===== src/logic/fetch_pkg.sv =====
// Fetch path package with shared widths, vector types and the fetch state encoding
`default_nettype none

package fetch_pkg;

  ////////////////////
  // Sizes
  ////////////////////

  // Byte address and PC width
  localparam int ADDR_W = 32;

  // Uncompressed instruction word
  localparam int INSTR_W = 32;

  // Prefetch entries, power of two
  localparam int FIFO_DEPTH = 4;

  // Granted requests still waiting for rvalid
  localparam int MAX_OUTSTANDING = 2;

  ////////////////////
  // Vector types
  ////////////////////

  // Byte address or program counter
  typedef logic [ADDR_W-1:0] addr_t;

  // Raw instruction word as returned by the bus
  typedef logic [INSTR_W-1:0] instr_t;

  // FIFO fill or free count, 0 to FIFO_DEPTH
  typedef logic [2:0] fifo_cnt_t;

  // Outstanding or discard count, 0 to MAX_OUTSTANDING
  typedef logic [1:0] outst_cnt_t;

  ////////////////////
  // State machines
  ////////////////////

  // Fetch enable latch
  // Leaves IDLE once and never returns
  typedef enum logic {
    FETCH_IDLE,
    FETCH_RUN
  } fetch_state_e;

endpackage

`default_nettype wire


===== src/logic/fetch_unit.sv =====
// Fetch unit issuing OBI instruction requests and pushing kept responses to the prefetch FIFO
`default_nettype none

module fetch_unit (
  input  logic                  clk_i,
  input  logic                  rst_i,

  // Static boot vector
  input  fetch_pkg::addr_t      boot_addr_i,
  input  logic                  fetch_enable_i,

  // Taken jump or branch
  input  logic                  branch_i,
  input  fetch_pkg::addr_t      branch_addr_i,

  // OBI instruction port
  output logic                  instr_req_o,
  output fetch_pkg::addr_t      instr_addr_o,
  input  logic                  instr_gnt_i,
  input  logic                  instr_rvalid_i,
  input  fetch_pkg::instr_t     instr_rdata_i,
  input  logic                  instr_err_i,

  // Prefetch FIFO write side
  input  fetch_pkg::fifo_cnt_t  fifo_free_i,
  output logic                  push_o,
  output fetch_pkg::instr_t     push_data_o,
  output logic                  push_err_o
);
  import fetch_pkg::*;

  fetch_state_e state_q;
  fetch_state_e state_d;
  addr_t        pc_q;
  addr_t        pc_d;
  addr_t        tgt_q;
  logic         redir_pend_q;
  logic         redir_pend_d;
  logic         hold_q;
  outst_cnt_t   outst_q;
  outst_cnt_t   outst_d;
  outst_cnt_t   discard_q;
  outst_cnt_t   discard_d;
  logic         push_q;
  instr_t       push_data_q;
  logic         push_err_q;
  logic         grant;
  logic         rsp_drop;
  logic         rsp_keep;
  logic         can_req;
  fifo_cnt_t    committed;

  ////////////////////
  // Request side
  ////////////////////

  // Slots already promised in the FIFO
  // A registered push still counts until the FIFO sees it
  assign committed = fifo_cnt_t'(outst_q) + fifo_cnt_t'(push_q);

  assign can_req = (outst_q < outst_cnt_t'(MAX_OUTSTANDING)) && (committed < fifo_free_i);

  // Once raised, req stays up until granted
  assign instr_req_o  = (state_q == FETCH_RUN) && (hold_q || can_req);
  assign instr_addr_o = pc_q;

  assign grant = instr_req_o && instr_gnt_i;

  // Enable latch
  always_comb begin
    state_d = state_q;
    if ((state_q == FETCH_IDLE) && fetch_enable_i) begin
      state_d = FETCH_RUN;
    end
  end

  // Request PC
  // A redirect during an ungranted request waits for that grant
  always_comb begin
    pc_d         = pc_q;
    redir_pend_d = redir_pend_q;
    if (branch_i) begin
      if (instr_req_o && !instr_gnt_i) begin
        redir_pend_d = 1'b1;
      end else begin
        pc_d         = branch_addr_i;
        redir_pend_d = 1'b0;
      end
    end else if (grant) begin
      pc_d         = redir_pend_q ? tgt_q : pc_q + 32'd4;
      redir_pend_d = 1'b0;
    end
  end

  ////////////////////
  // Response side
  ////////////////////

  // Old stream responses, including any in the redirect cycle
  assign rsp_drop = instr_rvalid_i && ((discard_q != '0) || branch_i);
  assign rsp_keep = instr_rvalid_i && !rsp_drop;

  assign outst_d = outst_q + outst_cnt_t'(grant) - outst_cnt_t'(instr_rvalid_i);

  // Discard bookkeeping
  always_comb begin
    if (branch_i) begin
      // Everything still in flight after this cycle is stale
      discard_d = outst_d;
    end else begin
      discard_d = discard_q;
      if (instr_rvalid_i && (discard_q != '0)) begin
        discard_d = discard_d - 2'd1;
      end
      // Grant of the held pre-redirect request
      if (grant && redir_pend_q) begin
        discard_d = discard_d + 2'd1;
      end
    end
  end

  always_ff @(posedge clk_i) begin
    if (rst_i) begin
      state_q      <= FETCH_IDLE;
      pc_q         <= boot_addr_i;
      redir_pend_q <= 1'b0;
      hold_q       <= 1'b0;
      outst_q      <= '0;
      discard_q    <= '0;
      push_q       <= 1'b0;
    end else begin
      state_q      <= state_d;
      pc_q         <= pc_d;
      redir_pend_q <= redir_pend_d;
      hold_q       <= instr_req_o && !instr_gnt_i;
      outst_q      <= outst_d;
      discard_q    <= discard_d;
      push_q       <= rsp_keep;
    end
  end

  // Payload
  always_ff @(posedge clk_i) begin
    if (branch_i) begin
      tgt_q <= branch_addr_i;
    end
    push_data_q <= instr_rdata_i;
    push_err_q  <= instr_err_i;
  end

  assign push_o      = push_q;
  assign push_data_o = push_data_q;
  assign push_err_o  = push_err_q;

endmodule

`default_nettype wire


===== src/logic/prefetch_fifo.sv =====
// Prefetch FIFO holding fetched words with their bus error flag
`default_nettype none

module prefetch_fifo (
  input  logic                  clk_i,
  input  logic                  rst_i,

  // Redirect clears all entries
  input  logic                  flush_i,

  // Write side from the fetch unit
  input  logic                  push_i,
  input  fetch_pkg::instr_t     push_data_i,
  input  logic                  push_err_i,
  output fetch_pkg::fifo_cnt_t  free_o,

  // Read side to the issue stage
  output logic                  pop_valid_o,
  input  logic                  pop_ready_i,
  output fetch_pkg::instr_t     pop_data_o,
  output logic                  pop_err_o
);
  import fetch_pkg::*;

  instr_t                          data_mem [FIFO_DEPTH];
  logic                            err_mem  [FIFO_DEPTH];
  logic [$clog2(FIFO_DEPTH)-1:0]   wr_ptr_q;
  logic [$clog2(FIFO_DEPTH)-1:0]   rd_ptr_q;
  fifo_cnt_t                       cnt_q;
  logic                            push_en;
  logic                            pop_en;

  ////////////////////
  // Handshakes
  ////////////////////

  // Push during flush belongs to the old stream
  assign push_en = push_i && !flush_i && (cnt_q != fifo_cnt_t'(FIFO_DEPTH));
  assign pop_en  = pop_valid_o && pop_ready_i && !flush_i;

  assign pop_valid_o = (cnt_q != '0);
  assign free_o      = fifo_cnt_t'(FIFO_DEPTH) - cnt_q;

  // Head entry
  assign pop_data_o = data_mem[rd_ptr_q];
  assign pop_err_o  = err_mem[rd_ptr_q];

  ////////////////////
  // Pointers
  ////////////////////

  always_ff @(posedge clk_i) begin
    if (rst_i) begin
      wr_ptr_q <= '0;
      rd_ptr_q <= '0;
      cnt_q    <= '0;
    end else if (flush_i) begin
      wr_ptr_q <= '0;
      rd_ptr_q <= '0;
      cnt_q    <= '0;
    end else begin
      // Pointers wrap, depth is a power of two
      if (push_en) begin
        wr_ptr_q <= wr_ptr_q + 1'b1;
      end
      if (pop_en) begin
        rd_ptr_q <= rd_ptr_q + 1'b1;
      end
      cnt_q <= cnt_q + fifo_cnt_t'(push_en) - fifo_cnt_t'(pop_en);
    end
  end

  // Storage
  always_ff @(posedge clk_i) begin
    if (push_en) begin
      data_mem[wr_ptr_q] <= push_data_i;
      err_mem[wr_ptr_q]  <= push_err_i;
    end
  end

endmodule

`default_nettype wire


===== src/logic/instr_issue.sv =====
// Issue stage handing each fetched word to the decoder with its PC and flags
`default_nettype none

module instr_issue (
  input  logic               clk_i,
  input  logic               rst_i,

  input  fetch_pkg::addr_t   boot_addr_i,

  // Redirect
  input  logic               branch_i,
  input  fetch_pkg::addr_t   branch_addr_i,

  // Prefetch FIFO read side
  input  logic               pop_valid_i,
  input  fetch_pkg::instr_t  pop_data_i,
  input  logic               pop_err_i,
  output logic               pop_ready_o,

  // Decoder side
  output logic               instr_valid_o,
  input  logic               instr_ready_i,
  output fetch_pkg::instr_t  instr_o,
  output fetch_pkg::addr_t   pc_o,
  output logic               instr_err_o,
  output logic               illegal_o
);
  import fetch_pkg::*;

  addr_t   issue_pc_q;
  logic    out_valid_q;
  instr_t  out_instr_q;
  addr_t   out_pc_q;
  logic    out_err_q;
  logic    out_illegal_q;
  logic    take;

  ////////////////////
  // Pop control
  ////////////////////

  // Room when empty or drained this cycle
  // No pop while the FIFO flushes
  assign pop_ready_o = !branch_i && (!out_valid_q || instr_ready_i);
  assign take        = pop_valid_i && pop_ready_o;

  // Issue PC and valid flag
  always_ff @(posedge clk_i) begin
    if (rst_i) begin
      issue_pc_q  <= boot_addr_i;
      out_valid_q <= 1'b0;
    end else if (branch_i) begin
      // Held word is from the old stream
      issue_pc_q  <= branch_addr_i;
      out_valid_q <= 1'b0;
    end else begin
      if (take) begin
        issue_pc_q  <= issue_pc_q + 32'd4;
        out_valid_q <= 1'b1;
      end else if (instr_ready_i) begin
        out_valid_q <= 1'b0;
      end
    end
  end

  ////////////////////
  // Output register
  ////////////////////

  // Loads only on take, so it holds while stalled
  always_ff @(posedge clk_i) begin
    if (take) begin
      out_instr_q   <= pop_data_i;
      out_pc_q      <= issue_pc_q;
      out_err_q     <= pop_err_i;
      // Compressed encodings are not supported
      out_illegal_q <= (pop_data_i[1:0] != 2'b11);
    end
  end

  assign instr_valid_o = out_valid_q;
  assign instr_o       = out_instr_q;
  assign pc_o          = out_pc_q;
  assign instr_err_o   = out_err_q;
  assign illegal_o     = out_illegal_q;

endmodule

`default_nettype wire


===== src/logic/fetch_top.sv =====
// Instruction fetch top joining fetch unit, prefetch FIFO and issue stage
`default_nettype none

module fetch_top (
  input  logic               clk_i,
  input  logic               rst_i,

  // Boot and fetch enable
  input  fetch_pkg::addr_t   boot_addr_i,
  input  logic               fetch_enable_i,

  // Taken jump or branch
  input  logic               branch_i,
  input  fetch_pkg::addr_t   branch_addr_i,

  // OBI instruction port
  output logic               instr_req_o,
  input  logic               instr_gnt_i,
  output fetch_pkg::addr_t   instr_addr_o,
  input  logic               instr_rvalid_i,
  input  fetch_pkg::instr_t  instr_rdata_i,
  input  logic               instr_err_i,

  // Decoder handshake
  output logic               instr_valid_o,
  input  logic               instr_ready_i,
  output fetch_pkg::instr_t  instr_o,
  output fetch_pkg::addr_t   pc_o,
  output logic               instr_err_o,
  output logic               illegal_o
);
  import fetch_pkg::*;

  // Fetch unit to FIFO
  fifo_cnt_t  fifo_free;
  logic       push;
  instr_t     push_data;
  logic       push_err;

  // FIFO to issue stage
  logic       pop_valid;
  logic       pop_ready;
  instr_t     pop_data;
  logic       pop_err;

  ////////////////////
  // Producer
  ////////////////////

  fetch_unit fetch_unit_inst (
    .clk_i          ( clk_i          ),
    .rst_i          ( rst_i          ),
    .boot_addr_i    ( boot_addr_i    ),
    .fetch_enable_i ( fetch_enable_i ),
    .branch_i       ( branch_i       ),
    .branch_addr_i  ( branch_addr_i  ),
    .instr_req_o    ( instr_req_o    ),
    .instr_addr_o   ( instr_addr_o   ),
    .instr_gnt_i    ( instr_gnt_i    ),
    .instr_rvalid_i ( instr_rvalid_i ),
    .instr_rdata_i  ( instr_rdata_i  ),
    .instr_err_i    ( instr_err_i    ),
    .fifo_free_i    ( fifo_free      ),
    .push_o         ( push           ),
    .push_data_o    ( push_data      ),
    .push_err_o     ( push_err       )
  );

  // Flushed by the same redirect
  prefetch_fifo prefetch_fifo_inst (
    .clk_i       ( clk_i     ),
    .rst_i       ( rst_i     ),
    .flush_i     ( branch_i  ),
    .push_i      ( push      ),
    .push_data_i ( push_data ),
    .push_err_i  ( push_err  ),
    .free_o      ( fifo_free ),
    .pop_valid_o ( pop_valid ),
    .pop_ready_i ( pop_ready ),
    .pop_data_o  ( pop_data  ),
    .pop_err_o   ( pop_err   )
  );

  ////////////////////
  // Consumer
  ////////////////////

  instr_issue instr_issue_inst (
    .clk_i         ( clk_i         ),
    .rst_i         ( rst_i         ),
    .boot_addr_i   ( boot_addr_i   ),
    .branch_i      ( branch_i      ),
    .branch_addr_i ( branch_addr_i ),
    .pop_valid_i   ( pop_valid     ),
    .pop_data_i    ( pop_data      ),
    .pop_err_i     ( pop_err       ),
    .pop_ready_o   ( pop_ready     ),
    .instr_valid_o ( instr_valid_o ),
    .instr_ready_i ( instr_ready_i ),
    .instr_o       ( instr_o       ),
    .pc_o          ( pc_o          ),
    .instr_err_o   ( instr_err_o   ),
    .illegal_o     ( illegal_o     )
  );

endmodule

`default_nettype wire


===== config.mk =====
export PLATFORM = sky130hd
export DESIGN_NAME = fetch_top
export DESIGN_NICKNAME = d
export VERILOG_FILES = /design/src/logic/fetch_pkg.sv /design/src/logic/fetch_unit.sv /design/src/logic/prefetch_fifo.sv /design/src/logic/instr_issue.sv /design/src/logic/fetch_top.sv
export SDC_FILE = /design/constraint.sdc
export NUM_CORES = 1
export LEC_CHECK = 0
export BUFFER_PORTS_ARGS = -buffer_cell sky130_fd_sc_hd__buf_2
export CORE_MARGIN = 10
export CORE_UTILIZATION = 46
export DETAILED_ROUTE_END_ITERATION = 6
export PLACE_DENSITY = 0.67
export SYNTH_ARGS = -nofsm -noshare
export SYNTH_HDL_FRONTEND = slang
export SYNTH_SLANG_ARGS = --single-unit

===== constraint.sdc =====
create_clock -name clk_i -period 11.17 [get_ports clk_i]
set_clock_uncertainty 0.15 [all_clocks]
set_input_delay 1.117 -clock clk_i [delete_from_list [all_inputs] [get_ports clk_i]]
set_output_delay 1.117 -clock clk_i [all_outputs]
set_load 0.05 [all_outputs]

-- Word level (Yosys, flattened, before mapping)
Memory sizes are Yosys's and may differ from the RTL's. A register that Yosys moved wholly into a read port is not among the register bits.
Index checks and enable logic that the tools add are counted.
- $add $sub $neg: 12
- $lt $le $gt $ge: 2
- eq/ne operators: 3
- multiplexer cells: 21
- bitwise operators: 1
- reduce and logical (&&, ||, !) cells: 29
- operator list (cell ; number):
    2-to-1 mux 32 bit ; 8
    adder 32 x 3 -> 32 bit, second input constant ; 2
    logical AND 1 bit ; 14
    2-to-1 mux 2 bit ; 6
    nonzero test 3 bit ; 3
    2-to-1 mux 1 bit ; 7
    adder 2 x 1 -> 2 bit, second input constant ; 3
    != test 3 bit, second input constant ; 2
    nonzero test 2 bit ; 3
    logical NOT 1 bit ; 4
    adder 2 x 1 -> 3 bit ; 1
    adder 3 x 1 -> 3 bit ; 1
    logical OR 1 bit ; 3
    < comparator 3 bit ; 1
    subtractor 3 x 1 -> 3 bit ; 1
    subtractor 3 bit, first input constant ; 1
    adder 2 x 1 -> 2 bit ; 1
    < comparator 2 bit, second input constant ; 1
    != test 2 bit, second input constant ; 1
    AND reduction 2 bit ; 1
    OR reduction 2 bit ; 1
    subtractor 2 x 1 -> 2 bit ; 1
    subtractor 2 x 1 -> 2 bit, second input constant ; 1
    inverter 1 bit ; 1
- bits in registers: 210
- bits in writable memories: 132
- input port bits: 104
- output and inout bits: 100
- word-level logic and storage cells: 88
- memories: 2
- memory list (memory ; depth ; width ; read ports ; clocked after memory_dff ; wr ports ; RTL line ; source):
    prefetch_fifo_inst.data_mem ; 4 ; 32 ; 1 ; 1 ; 1 ; prefetch_fifo.sv:25 ; instr_t data_mem [FIFO_DEPTH];
    prefetch_fifo_inst.err_mem ; 4 ; 1 ; 1 ; 1 ; 1 ; prefetch_fifo.sv:26 ; logic err_mem [FIFO_DEPTH];

-- Longest topological paths before layout
Gate-level depths: netlist of the first run.
- depth after elaboration: 9
- mapped depth: 14
- depth with buffers taken out: 14

-- By module
A second synthesis of the first run with hierarchy kept.
- cell total of the unflattened synthesis: 884
- area, all modules: 14010.9 µm²
- modules (own cells, without submodules) (module ; instances ; cells each ; area an instance (µm²)):
    prefetch_fifo ; 1 ; 230 ; 5327.6
    fetch_unit ; 1 ; 377 ; 4573.1
    instr_issue ; 1 ; 277 ; 4110.2

-- Worst setup path before layout of the first run
Ideal clock, no wire load.
- path kind: input to register
- from: in branch_i
- to: reg instr_issue_inst.out_illegal_q, in the netlist instr_issue_inst.illegal_o (enable)
- setup time: 0.572 ns
- arrival time: 6.042 ns
- required time: 10.448 ns
- setup slack: 4.407 ns
- stages: 3
- buffers on the path: 2
- cell sequence: clkbuf_1 -> clkbuf_1 -> nor3_1
- longest elaborated chain between the ends: 3
- ends and longest elaborated chain (what ; RTL line ; source):
    from (decl) ; fetch_top.sv:13 ; input logic branch_i,
    logical NOT 1 bit ; instr_issue.sv:44 ; assign pop_ready_o = !branch_i && (!out_valid_q || instr_ready_i);
    logical AND 1 bit ; instr_issue.sv:44 ;
    logical AND 1 bit ; instr_issue.sv:45 ; assign take = pop_valid_i && pop_ready_o;
    via instr_issue_inst.take ; instr_issue.sv:36 ; logic take;
    to (signal assigned) ; instr_issue.sv:77 ; out_illegal_q <= (pop_data_i[1:0] != 2'b11);
    to (decl) ; instr_issue.sv:35 ; logic out_illegal_q;
The timed path passes the listed nets, and every way through them passes these cells.
A chain may end at the register's enable or synchronous reset.

-- Worst setup path after layout of the first run
- from: in rst_i
- to: reg fetch_unit_inst.pc_q[30], in the netlist fetch_unit_inst.instr_addr_o[30] (data pin)
- longest elaborated chain between the ends: 1
- ends and longest elaborated chain (what ; RTL line ; source):
    from (decl) ; fetch_top.sv:6 ; input logic rst_i,
    2-to-1 mux 32 bit ; fetch_unit.sv:123 ; if (rst_i) begin
    to (signal assigned) ; fetch_unit.sv:125 ; pc_q <= boot_addr_i;
    to (signal assigned) ; fetch_unit.sv:133 ; pc_q <= pc_d;
    to (decl) ; fetch_unit.sv:34 ; addr_t pc_q;
Every way passes these cells.

==> flow_summary.yaml, run 1 <==
floorplanning:
  die_x_um: 191.8
  die_h_um: 191.8
  core.rowCount: 62
  ioPinCount: 204
  initial_core_util_pct: 46.94
  dieArea_um2: 36800
  core_area_um2: 28940
finish:
  ff_latch_area_um2: 9852
  postLayoutCoreUtil_pct: 56.06
  syn_to_final_growth_pct: 19.43
  num-fill-cells: 2322
  nNetsFinal: 1173
  multi_input_area_um2: 3537
  layout.cells.non_filler: 1466
  layout-drive-gt1-share_pct: 30.40
global_route:
  antenna_found_initial: 2
  track_usage_pct: 17.01
  grt-ovfl-total: 0
  grt_pass1_vias: 8126
  grt_max_degree: 77
  grt_pass1_wl_um: 48270
critical_path:
  crit_fanout: 68
  arrival_ns: 4.31
  critPathKind: "primary input to register"
  critPathLaunchType: "primary input"
  crit_path_end_kind: "register"
  crit_required_ns: 11.36
clock_network:
  cts_tree: "yes"
  worstSkewPairLatency_ns: 0.52
  cts_buffer_depth: 3
  ctsHoldBuffers: 0
  numClockSinks: 345
  clk_pin_slew_ns: 0.06
  ctsResizeCount: 0
  postCtsSetupBuffers: 0
  h-tree-depth: 2
  cts_made_buffers: 37
  root_buffer: "clkbuf_16"
route:
  drt_iter0_drc: 568
  wl_um: 31760
  antenna_left: 0
  drt-vias-per-instance: 5.447
  wl_per_cell_um: 21.67
  drc: 0
  dr.pass1.iters: 5
  vias: 7986
synthesis:
  seq_area_frac_synth_pct: 72.52
  async_flop_share_pct: 0
  yosys_warnings: 0
  synth_top_area_share_pct: 65.00
  ys_seq_elements: 345
  synth_cell_types: 62
  synth_nets: 956
  syn_inst: 833
  postSynthAreaPerCell_um2: 16.30
  synth_common_cells: "edfxtp_1, dfxtp_1, nand2_1"
  ys_top_cells_by_area: "edfxtp_1, dfxtp_1, mux4_2"
  yosys_most_used_dff: "edfxtp_1"
  yosysTopAreaCell: "edfxtp_1"
  synth_edf_count: 294
  synth.cell_area_um2: 13580
  synth_most_common_cell: "edfxtp_1"
placed_design:
  dp_cells: 1395
  gp_congestion: 0.8807
  dp_worst_setup_slack_ns: 6.539
  io_buffers: 203
  hpwlAfterDp_um: 21020
sta:
  max_freq_ghz: 0.2430
  hold_viol_final: 0
  worst_slew_pin_slew_ns: 1.135
  setup_viol: 0
  relSlewSlack_pct: 23.99
  fin_crit_ns: 4.115
  period_share_pct: 36.84
  worst_slack_ns: 7.055
  tns_ns: 0
  drv_slew: 0
  grt_setup_unrepaired: "false"
power_and_ir_drop:
  p_comb_share_pct: 10.5
  swShare_pct: 25.44
  powerDensity_nw_per_um2: 188.1
  switching_power_mw: 0.7761
  cellLeakagePower_nw: 5.796
  sequentialPowerShare_pct: 50.8
  p_int_mw: 2.275
  clock_power_share_pct: 38.7
  ir_worst_vdd_uv: 135.6
hold_path:
  holdCritPathClass: "register to register"
flow_run:
  drv_cap: 0
outcome:
  status: "finished clean"
-- state kept, by name (all words and copies together), names as in the netlist, 2 cells and up, named ones only --
signal                        cells
fetch_unit_inst.outst_q           2
instr_issue_inst.pc_o            32
prefetch_fifo_inst.wr_ptr_q       2
instr_issue_inst.issue_pc_q      32
fetch_unit_inst.tgt_q            32
prefetch_fifo_inst.rd_ptr_q       2
fetch_unit_inst.push_data_o      32
prefetch_fifo_inst.err_mem        4
prefetch_fifo_inst.cnt_q          3
prefetch_fifo_inst.data_mem     128
instr_issue_inst.instr_o         32
fetch_unit_inst.instr_addr_o     32
fetch_unit_inst.discard_q         2
-- power groups by stage --
stage | clock, mW | combinational [mW] | sequential [mW]
floorplan | 0 | 0.141 | 1.64
global placement | 0 | 0.318 | 1.57
detailed placement | 0 | 0.321 | 1.58
CTS | 1.21 | 0.322 | 1.55
global route | 1.27 | 0.348 | 1.56
finish | 1.18 | 0.319 | 1.55
-- layout make-up --
class,count,area share [%]
clock inverters,16,0.8408
inverters,22,0.5091
clock buffers,52,6.557
flip-flops and latches,345,60.74
diodes,3,0.04628
repair buffers,209,6.541
multi-input cells,435,21.81
well taps,384,2.962
-- routing by layer --
metal | vias up | share of wire, % | routed length [um] | GRT usage [%]
li1 | 3670 | - | - | -
met1 | 3916 | 41 | 13000 | 22.07
met2 | 354 | 47 | 14780 | 27.22
met3 | 46 | 10 | 3309 | 5.024
met4 | 0 | 2.1 | 672 | 4.928
met5 | - | 0 | 0 | 0
-- metrics by stage --
| step | power [mW] | instance area (um^2) | hold slack (ns) |
|---|---|---|---|
| after floorplan | 1.784 | 13580 | 0.2503 |
| after global placement | 1.892 | 15010 | 0.2687 |
| after detailed placement | 1.896 | 15010 | 0.2727 |
| after CTS | 3.078 | 16210 | 0.2868 |
| after global routing | 3.173 | 16220 | 0.2983 |
| final | 3.051 | 16220 | 0.2801 |
-- cells by family (layout without fill, tap and decap cells) --
kind of cell | Yosys count | after routing | share of synthesized area [%]
multiplexers | 46 | 46 | 6.467
flip-flops | 345 | 345 | 72.52
XOR/XNOR | 59 | 59 | 3.805
adder cells (fa/ha/maj) | 19 | 19 | 1.806
AO/OA/AOI/OAI | 120 | 120 | 5.997
other | 0 | 3 | 0
AND/OR/NAND/NOR | 191 | 191 | 7.877
buffers and inverters | 53 | 299 | 1.529
-- cells in the final DEF, fill, tap and decap left out, types with 6 or more instances in the layout --
cell / instances
nand2_1: 48
clkbuf_16: 38
edfxtp_1: 294
buf_4: 6
dfxtp_1: 49
o221ai_1: 8
mux4_2: 33
nor2b_1: 7
and3_1: 11
and2_1: 6
a21oi_1: 15
xor2_1: 38
o211ai_1: 10
nor3_1: 8
nor2_1: 31
inv_1: 22
mux2i_1: 9
buf_2: 203
o21ai_0: 36
xnor2_1: 21
nand3_1: 27
clkbuf_1: 8
o21ai_1: 8
ha_1: 18
a22oi_1: 23
nand4_1: 17
clkbuf_8: 6
-- worst max-delay path, stage by stage --
cell and delay [ns]:
buf_2 0.09, buf_4 0.35, nor2_2 0.71, inv_1 0.70
nor2_1 1.01, a221oi_1 0.17, o21ai_0 0.12
-- path summary, 6_finish.rpt --
kind / start / to / slack [ns] / cells after the start
setup / recovery: rst_i / fetch_unit_inst.instr_addr_o[30]$_DFFE_PP_ / 7.05 / 7
hold / removal: instr_issue_inst.issue_pc_q[0]$_DFFE_PP_ / instr_issue_inst.pc_o[0]$_DFFE_PP_ / 0.28 / 0
setup reg to reg: prefetch_fifo_inst.cnt_q[1]$_SDFF_PP0_ / fetch_unit_inst.discard_q[1]$_SDFF_PP0_ / 8.10 / 14
hold reg to reg: instr_issue_inst.issue_pc_q[0]$_DFFE_PP_ / instr_issue_inst.pc_o[0]$_DFFE_PP_ / 0.28 / 0
(Power assumes the default switching activity.)
==> inputs of run 2 (changes only) <==
==> constraint.sdc (replaced) <==
create_clock -name clk_i -period 4 [get_ports clk_i]
set_clock_uncertainty 0.15 [all_clocks]
set_input_delay 0.4 -clock clk_i [delete_from_list [all_inputs] [get_ports clk_i]]
set_output_delay 0.4 -clock clk_i [all_outputs]
set_load 0.05 [all_outputs]
==> flow_summary.yaml, run 2 (synthesis gave the netlist of run 1 again) <==
outcome:
  status: "finished clean"
finish:
  top_register: "prefetch_fifo_inst.data_mem"
  layout-drive-gt1-share_pct: 28.86
  nNetsFinal: 1245
  layout_commonest_cell: "edfxtp_1"
  layout.cells.non_filler: 1531
  syn_to_final_growth_pct: 24.42
  num-fill-cells: 2243
  layout_common_cells: "edfxtp_1, buf_2, dlygate4sd3_1"
  diodes: 0
  largest_reg_flops: 128
power_and_ir_drop:
  powerDensity_nw_per_um2: 504.4
  ir_worst_vdd_uv: 413.4
  p_total_mw: 8.524
  cellLeakagePower_nw: 6.094
route:
  dr.pass1.iters: 5
  drc: 0
  antenna_left: 0
  wl_per_cell_um: 21.03
  drt_iter0_drc: 553
  wl_um: 32200
  vias: 8145
  drt-vias-per-instance: 5.320
placed_design:
  hpwlAfterDp_um: 21370
  dp_cells: 1401
  gp_congestion: 0.8717
  io_buffers: 203
sta:
  relSlewSlack_pct: 25.79
  setup_viol: 0
  fin_crit_ns: 3.169
  hold_viol_final: 0
  worst_slew_pin_slew_ns: 1.109
  drv_slew: 0
  grt_setup_unrepaired: "false"
  holdWs_ns: 0.02377
  tns_ns: 0
  max_freq_ghz: 0.3156
  period_share_pct: 79.22
clock_network:
  cts_made_buffers: 36
  cts_buffer_depth: 3
  clk_pin_slew_ns: 0.06
  root_buffer: "clkbuf_16"
  worstSkewPairLatency_ns: 0.52
  postCtsSetupBuffers: 0
  ctsHoldBuffers: 67
  numClockSinks: 345
  h-tree-depth: 2
  cts_tree: "yes"
  ctsResizeCount: 0
global_route:
  antenna_found_initial: 1
  grt-ovfl-total: 0
  track_usage_pct: 17.39
  grt_pass1_wl_um: 50060
  grt_pass1_vias: 8502
  grt_max_degree: 64
critical_path:
  critPathKind: "register to output port"
  critPathLaunchType: "register"
  crit_required_ns: 3.45
  cp_slowest_cell: "dfxtp_1"
  cp_slowest_stage_delay_ns: 0.34
  crit_path_end_kind: "output port"
  crit_fanout: 5
  timing.critical_path.mode_cell: "ha_1"
  arrival_ns: 2.62
  path_cells: "inv_1 -> ha_1 -> ha_1 -> ha_1 -> o31ai_1 -> nor2_1 -> inv_1 -> buf_2"
floorplanning:
  initial_core_util_pct: 46.94
  die_h_um: 191.8
  core.rowCount: 62
  dieArea_um2: 36800
  core_area_um2: 28940
  ioPinCount: 204
  die_x_um: 191.8
hold_path:
  holdCritPathClass: "primary input to register"
flow_run:
  drv_cap: 0
-- run 2: cell count changes in the layout (fill, tap and decap cells not counted), moves of 2 or more --
cell	before	now
clkbuf_16	38	36
buf_4	6	11
diode_2	3	0
clkinv_1	5	2
dlygate4sd3_1	0	67
-- run 2: where the power goes --
| group | internal (mW) | switching, mW | leakage [nW] |
|---|---|---|---|
| combinational | 0.331 | 0.635 | 2.34 |
| sequential | 4.13 | 0.179 | 3.19 |
| clock | 1.90 | 1.35 | 0.565 |
-- run 2: cell type report --
cell class	instances	area, um^2	area share, %
sequential	345	9852	58.30
multi-input combinational	435	3541	20.95
tap	384	480.5	2.843
timing repair buffer	282	1789	10.59
clock inverter	14	153.9	0.9107
inverter	22	82.58	0.4887
clock buffer	49	999.7	5.916
-- run 2: worst paths after layout --
kind / cells after the start / startpoint / slack (ns) / to
worst max register to register: 10 / prefetch_fifo_inst.cnt_q[1]$_SDFF_PP0_ / 0.99 / fetch_unit_inst.instr_addr_o[31]$_DFFE_PP_
worst min-delay path: 2 / instr_rvalid_i / 0.02 / fetch_unit_inst.push_o$_SDFF_PP0_
worst max-delay path: 8 / prefetch_fifo_inst.cnt_q[1]$_SDFF_PP0_ / 0.83 / instr_req_o
worst min register to register: 0 / instr_issue_inst.issue_pc_q[0]$_DFFE_PP_ / 0.27 / instr_issue_inst.pc_o[0]$_DFFE_PP_
-- run 2: metrics by stage --
step | utilization (%) | area [um^2] | setup slack, ns
CTS | 58.40 | 16900 | 0.8075
floorplan | - | 13590 | 0.6483
global placement | 52.10 | 15070 | 1.128
detailed placement | 52.10 | 15070 | 1.010
global route | 58.40 | 16900 | 0.6631
finish | 58.40 | 16900 | 0.8312
-- run 2: layer usage --
layer  global-route usage (%)  up-vias  wire (um)
met5                        0        -          9
met4                    4.267        2        533
met3                    4.171       44       2760
met2                    28.71      325      15570
met1                    22.73     3965      13330
li1                         -     3809          -
-- run 2: worst max-delay path, delay by kind of cell, from the launching register on --
kind	cells	cell delay (ns)
AND/OR/NAND/NOR	1	0.16
flip-flops	1	0.34
adder cells (fa/ha/maj)	3	0.76
AO/OA/AOI/OAI	1	0.31
buffers and inverters	3	0.51
==> inputs of run 3 (changes only) <==
--- a/config.mk
+++ b/config.mk
@@ -9,7 +9,7 @@
 export CORE_MARGIN = 10
 export CORE_UTILIZATION = 46
 export DETAILED_ROUTE_END_ITERATION = 6
-export PLACE_DENSITY = 0.67
+export PLACE_DENSITY = 0.69
 export SYNTH_ARGS = -nofsm -noshare
 export SYNTH_HDL_FRONTEND = slang
 export SYNTH_SLANG_ARGS = --single-unit
==> constraint.sdc (replaced) <==
create_clock -name clk_i -period 2.8 [get_ports clk_i]
set_clock_uncertainty 0.15 [all_clocks]
set_input_delay 0.28 -clock clk_i [delete_from_list [all_inputs] [get_ports clk_i]]
set_output_delay 0.28 -clock clk_i [all_outputs]
set_load 0.05 [all_outputs]
==> flow_summary.yaml, run 3 (synthesis gave the netlist of run 1 again) <==
outcome:
  status: "finished clean"
power_and_ir_drop:
  p_total_mw: 12.43
  ir_worst_vdd_uv: 549.0
  powerDensity_nw_per_um2: 707.9
  cellLeakagePower_nw: 6.353
critical_path:
  crit_buf_inv: 1
  crit_fanout: 3
  arrival_ns: 2.91
  crit_required_ns: 3.05
  timing.critical_path.mode_cell: "ha_4"
  critPathTopFamily: "adder cells"
  crit_path_end_kind: "register"
  cp_slowest_cell: "a2111oi_4"
  path_cells: "ha_2 -> ha_4 -> ha_4 -> a2111oi_4 -> nor2_4 -> inv_6 -> and2_4 -> ha_1 -> xor2_1 -> xnor2_1 -> nor2_1 -> nand2_1 -> o311ai_1"
  critPathLaunchType: "register"
  cp_slowest_stage_delay_ns: 0.42
  critPathKind: "register to register"
route:
  wl_per_cell_um: 20.28
  drt-vias-per-instance: 5.329
  wl_um: 32060
  drt_iter0_drc: 510
  antenna_left: 0
  dr.pass1.iters: 7
  drc: 0
  vias: 8425
floorplanning:
  die_h_um: 191.8
  dieArea_um2: 36800
  ioPinCount: 204
  core.rowCount: 62
  die_x_um: 191.8
  core_area_um2: 28940
  initial_core_util_pct: 46.94
placed_design:
  io_buffers: 203
  gp_congestion: 0.8392
  dp_worst_setup_slack_ns: -0.008405
  hpwlAfterDp_um: 21160
finish:
  top_register: "prefetch_fifo_inst.data_mem"
  layout_commonest_cell: "edfxtp_1"
  syn_to_final_growth_pct: 29.30
  nNetsFinal: 1291
  ff_latch_area_um2: 9856
  multi_input_area_um2: 3613
  largest_reg_flops: 128
  num-fill-cells: 2154
  layout_common_cells: "edfxtp_1, buf_2, dlygate4sd3_1"
  layout-drive-gt1-share_pct: 30.18
sta:
  worst_slew_pin_slew_ns: 0.6404
  fin_crit_ns: 2.655
  setup_viol: 0
  max_freq_ghz: 0.3766
  drv_slew: 0
  holdWs_ns: 0.02629
  relSlewSlack_pct: 57.30
  hold_viol_final: 0
  period_share_pct: 94.83
  worst_slack_ns: 0.1446
clock_network:
  cts_made_buffers: 37
  numClockSinks: 345
  cts_buffer_depth: 3
  clk_pin_slew_ns: 0.06
  cts_tree: "yes"
  root_buffer: "clkbuf_16"
  worstSkewPairLatency_ns: 0.53
  h-tree-depth: 2
hold_path:
  holdCritPathClass: "primary input to register"
global_route:
  antenna_found_initial: 1
  grt-ovfl-total: 0
  grt_pass1_vias: 8699
  grt_pass1_wl_um: 49600
  grt_max_degree: 67
  track_usage_pct: 17.14
flow_run:
  drv_cap: 0
[run 3: timing repair]
action / 4_1_cts / 5_1_grt
setup endpoints to repair: 9 / 32
hold endpoints to repair: 116 / 0
buffers inserted: 0 / 0
hold buffers: 94 / 0
gates resized for setup: 2 / 3
pin swaps: 1 / 4
[run 3: worst min-delay path: stages]
cell,delay [ns]
buf_2,0.08
a22oi_1,0.12
o21ai_1,0.11
[run 3: final timing paths]
kind / depth (start not counted) / slack, ns / startpoint / endpoint
setup / recovery: 13 / 0.14 / fetch_unit_inst.outst_q[0]$_SDFF_PP0_ / fetch_unit_inst.discard_q[1]$_SDFF_PP0_
hold / removal: 3 / 0.03 / boot_addr_i[25] / instr_issue_inst.issue_pc_q[25]$_DFFE_PP_
setup reg to reg: 13 / 0.14 / fetch_unit_inst.outst_q[0]$_SDFF_PP0_ / fetch_unit_inst.discard_q[1]$_SDFF_PP0_
hold reg to reg: 0 / 0.26 / instr_issue_inst.issue_pc_q[1]$_DFFE_PP_ / instr_issue_inst.pc_o[1]$_DFFE_PP_
[run 3: cell type report]
| class | count | area share (%) |
|---|---|---|
| diodes | 1 | 0.01425 |
| clock inverters | 18 | 1.233 |
| repair buffers | 327 | 13.17 |
| flip-flops and latches | 345 | 56.12 |
| multi-input cells | 435 | 20.58 |
| clock buffers | 49 | 5.643 |
| well taps | 384 | 2.736 |
| inverters | 22 | 0.4988 |
[run 3: layer usage]
metal	vias up	track usage (%)	share of wire, %
met5	-	0	0
met4	0	4.657	2.3
met3	60	4.081	8.5
met2	375	28.25	48
met1	4090	22.30	42
li1	3900	-	-
[run 3: per-stage QoR]
step | area [um^2] | TNS (ns) | instances | utilization (%)
finish | 17560 | 0 | 1581 | 60.69
global placement | 15380 | 0 | 1419 | 53.14
floorplan | 13660 | -2.469 | 833 | -
global route | 17560 | -0.01263 | 1580 | 60.68
CTS | 17530 | 0 | 1580 | 60.59
detailed placement | 15380 | -0.008405 | 1419 | 53.14
[run 3: power by group]
part | total, mW | internal (mW) | switching (mW)
registers | 6.16 | 5.91 | 0.253
logic | 1.49 | 0.551 | 0.934
clock network | 4.79 | 2.81 | 1.98
total | 12.4 | 9.26 | 3.17
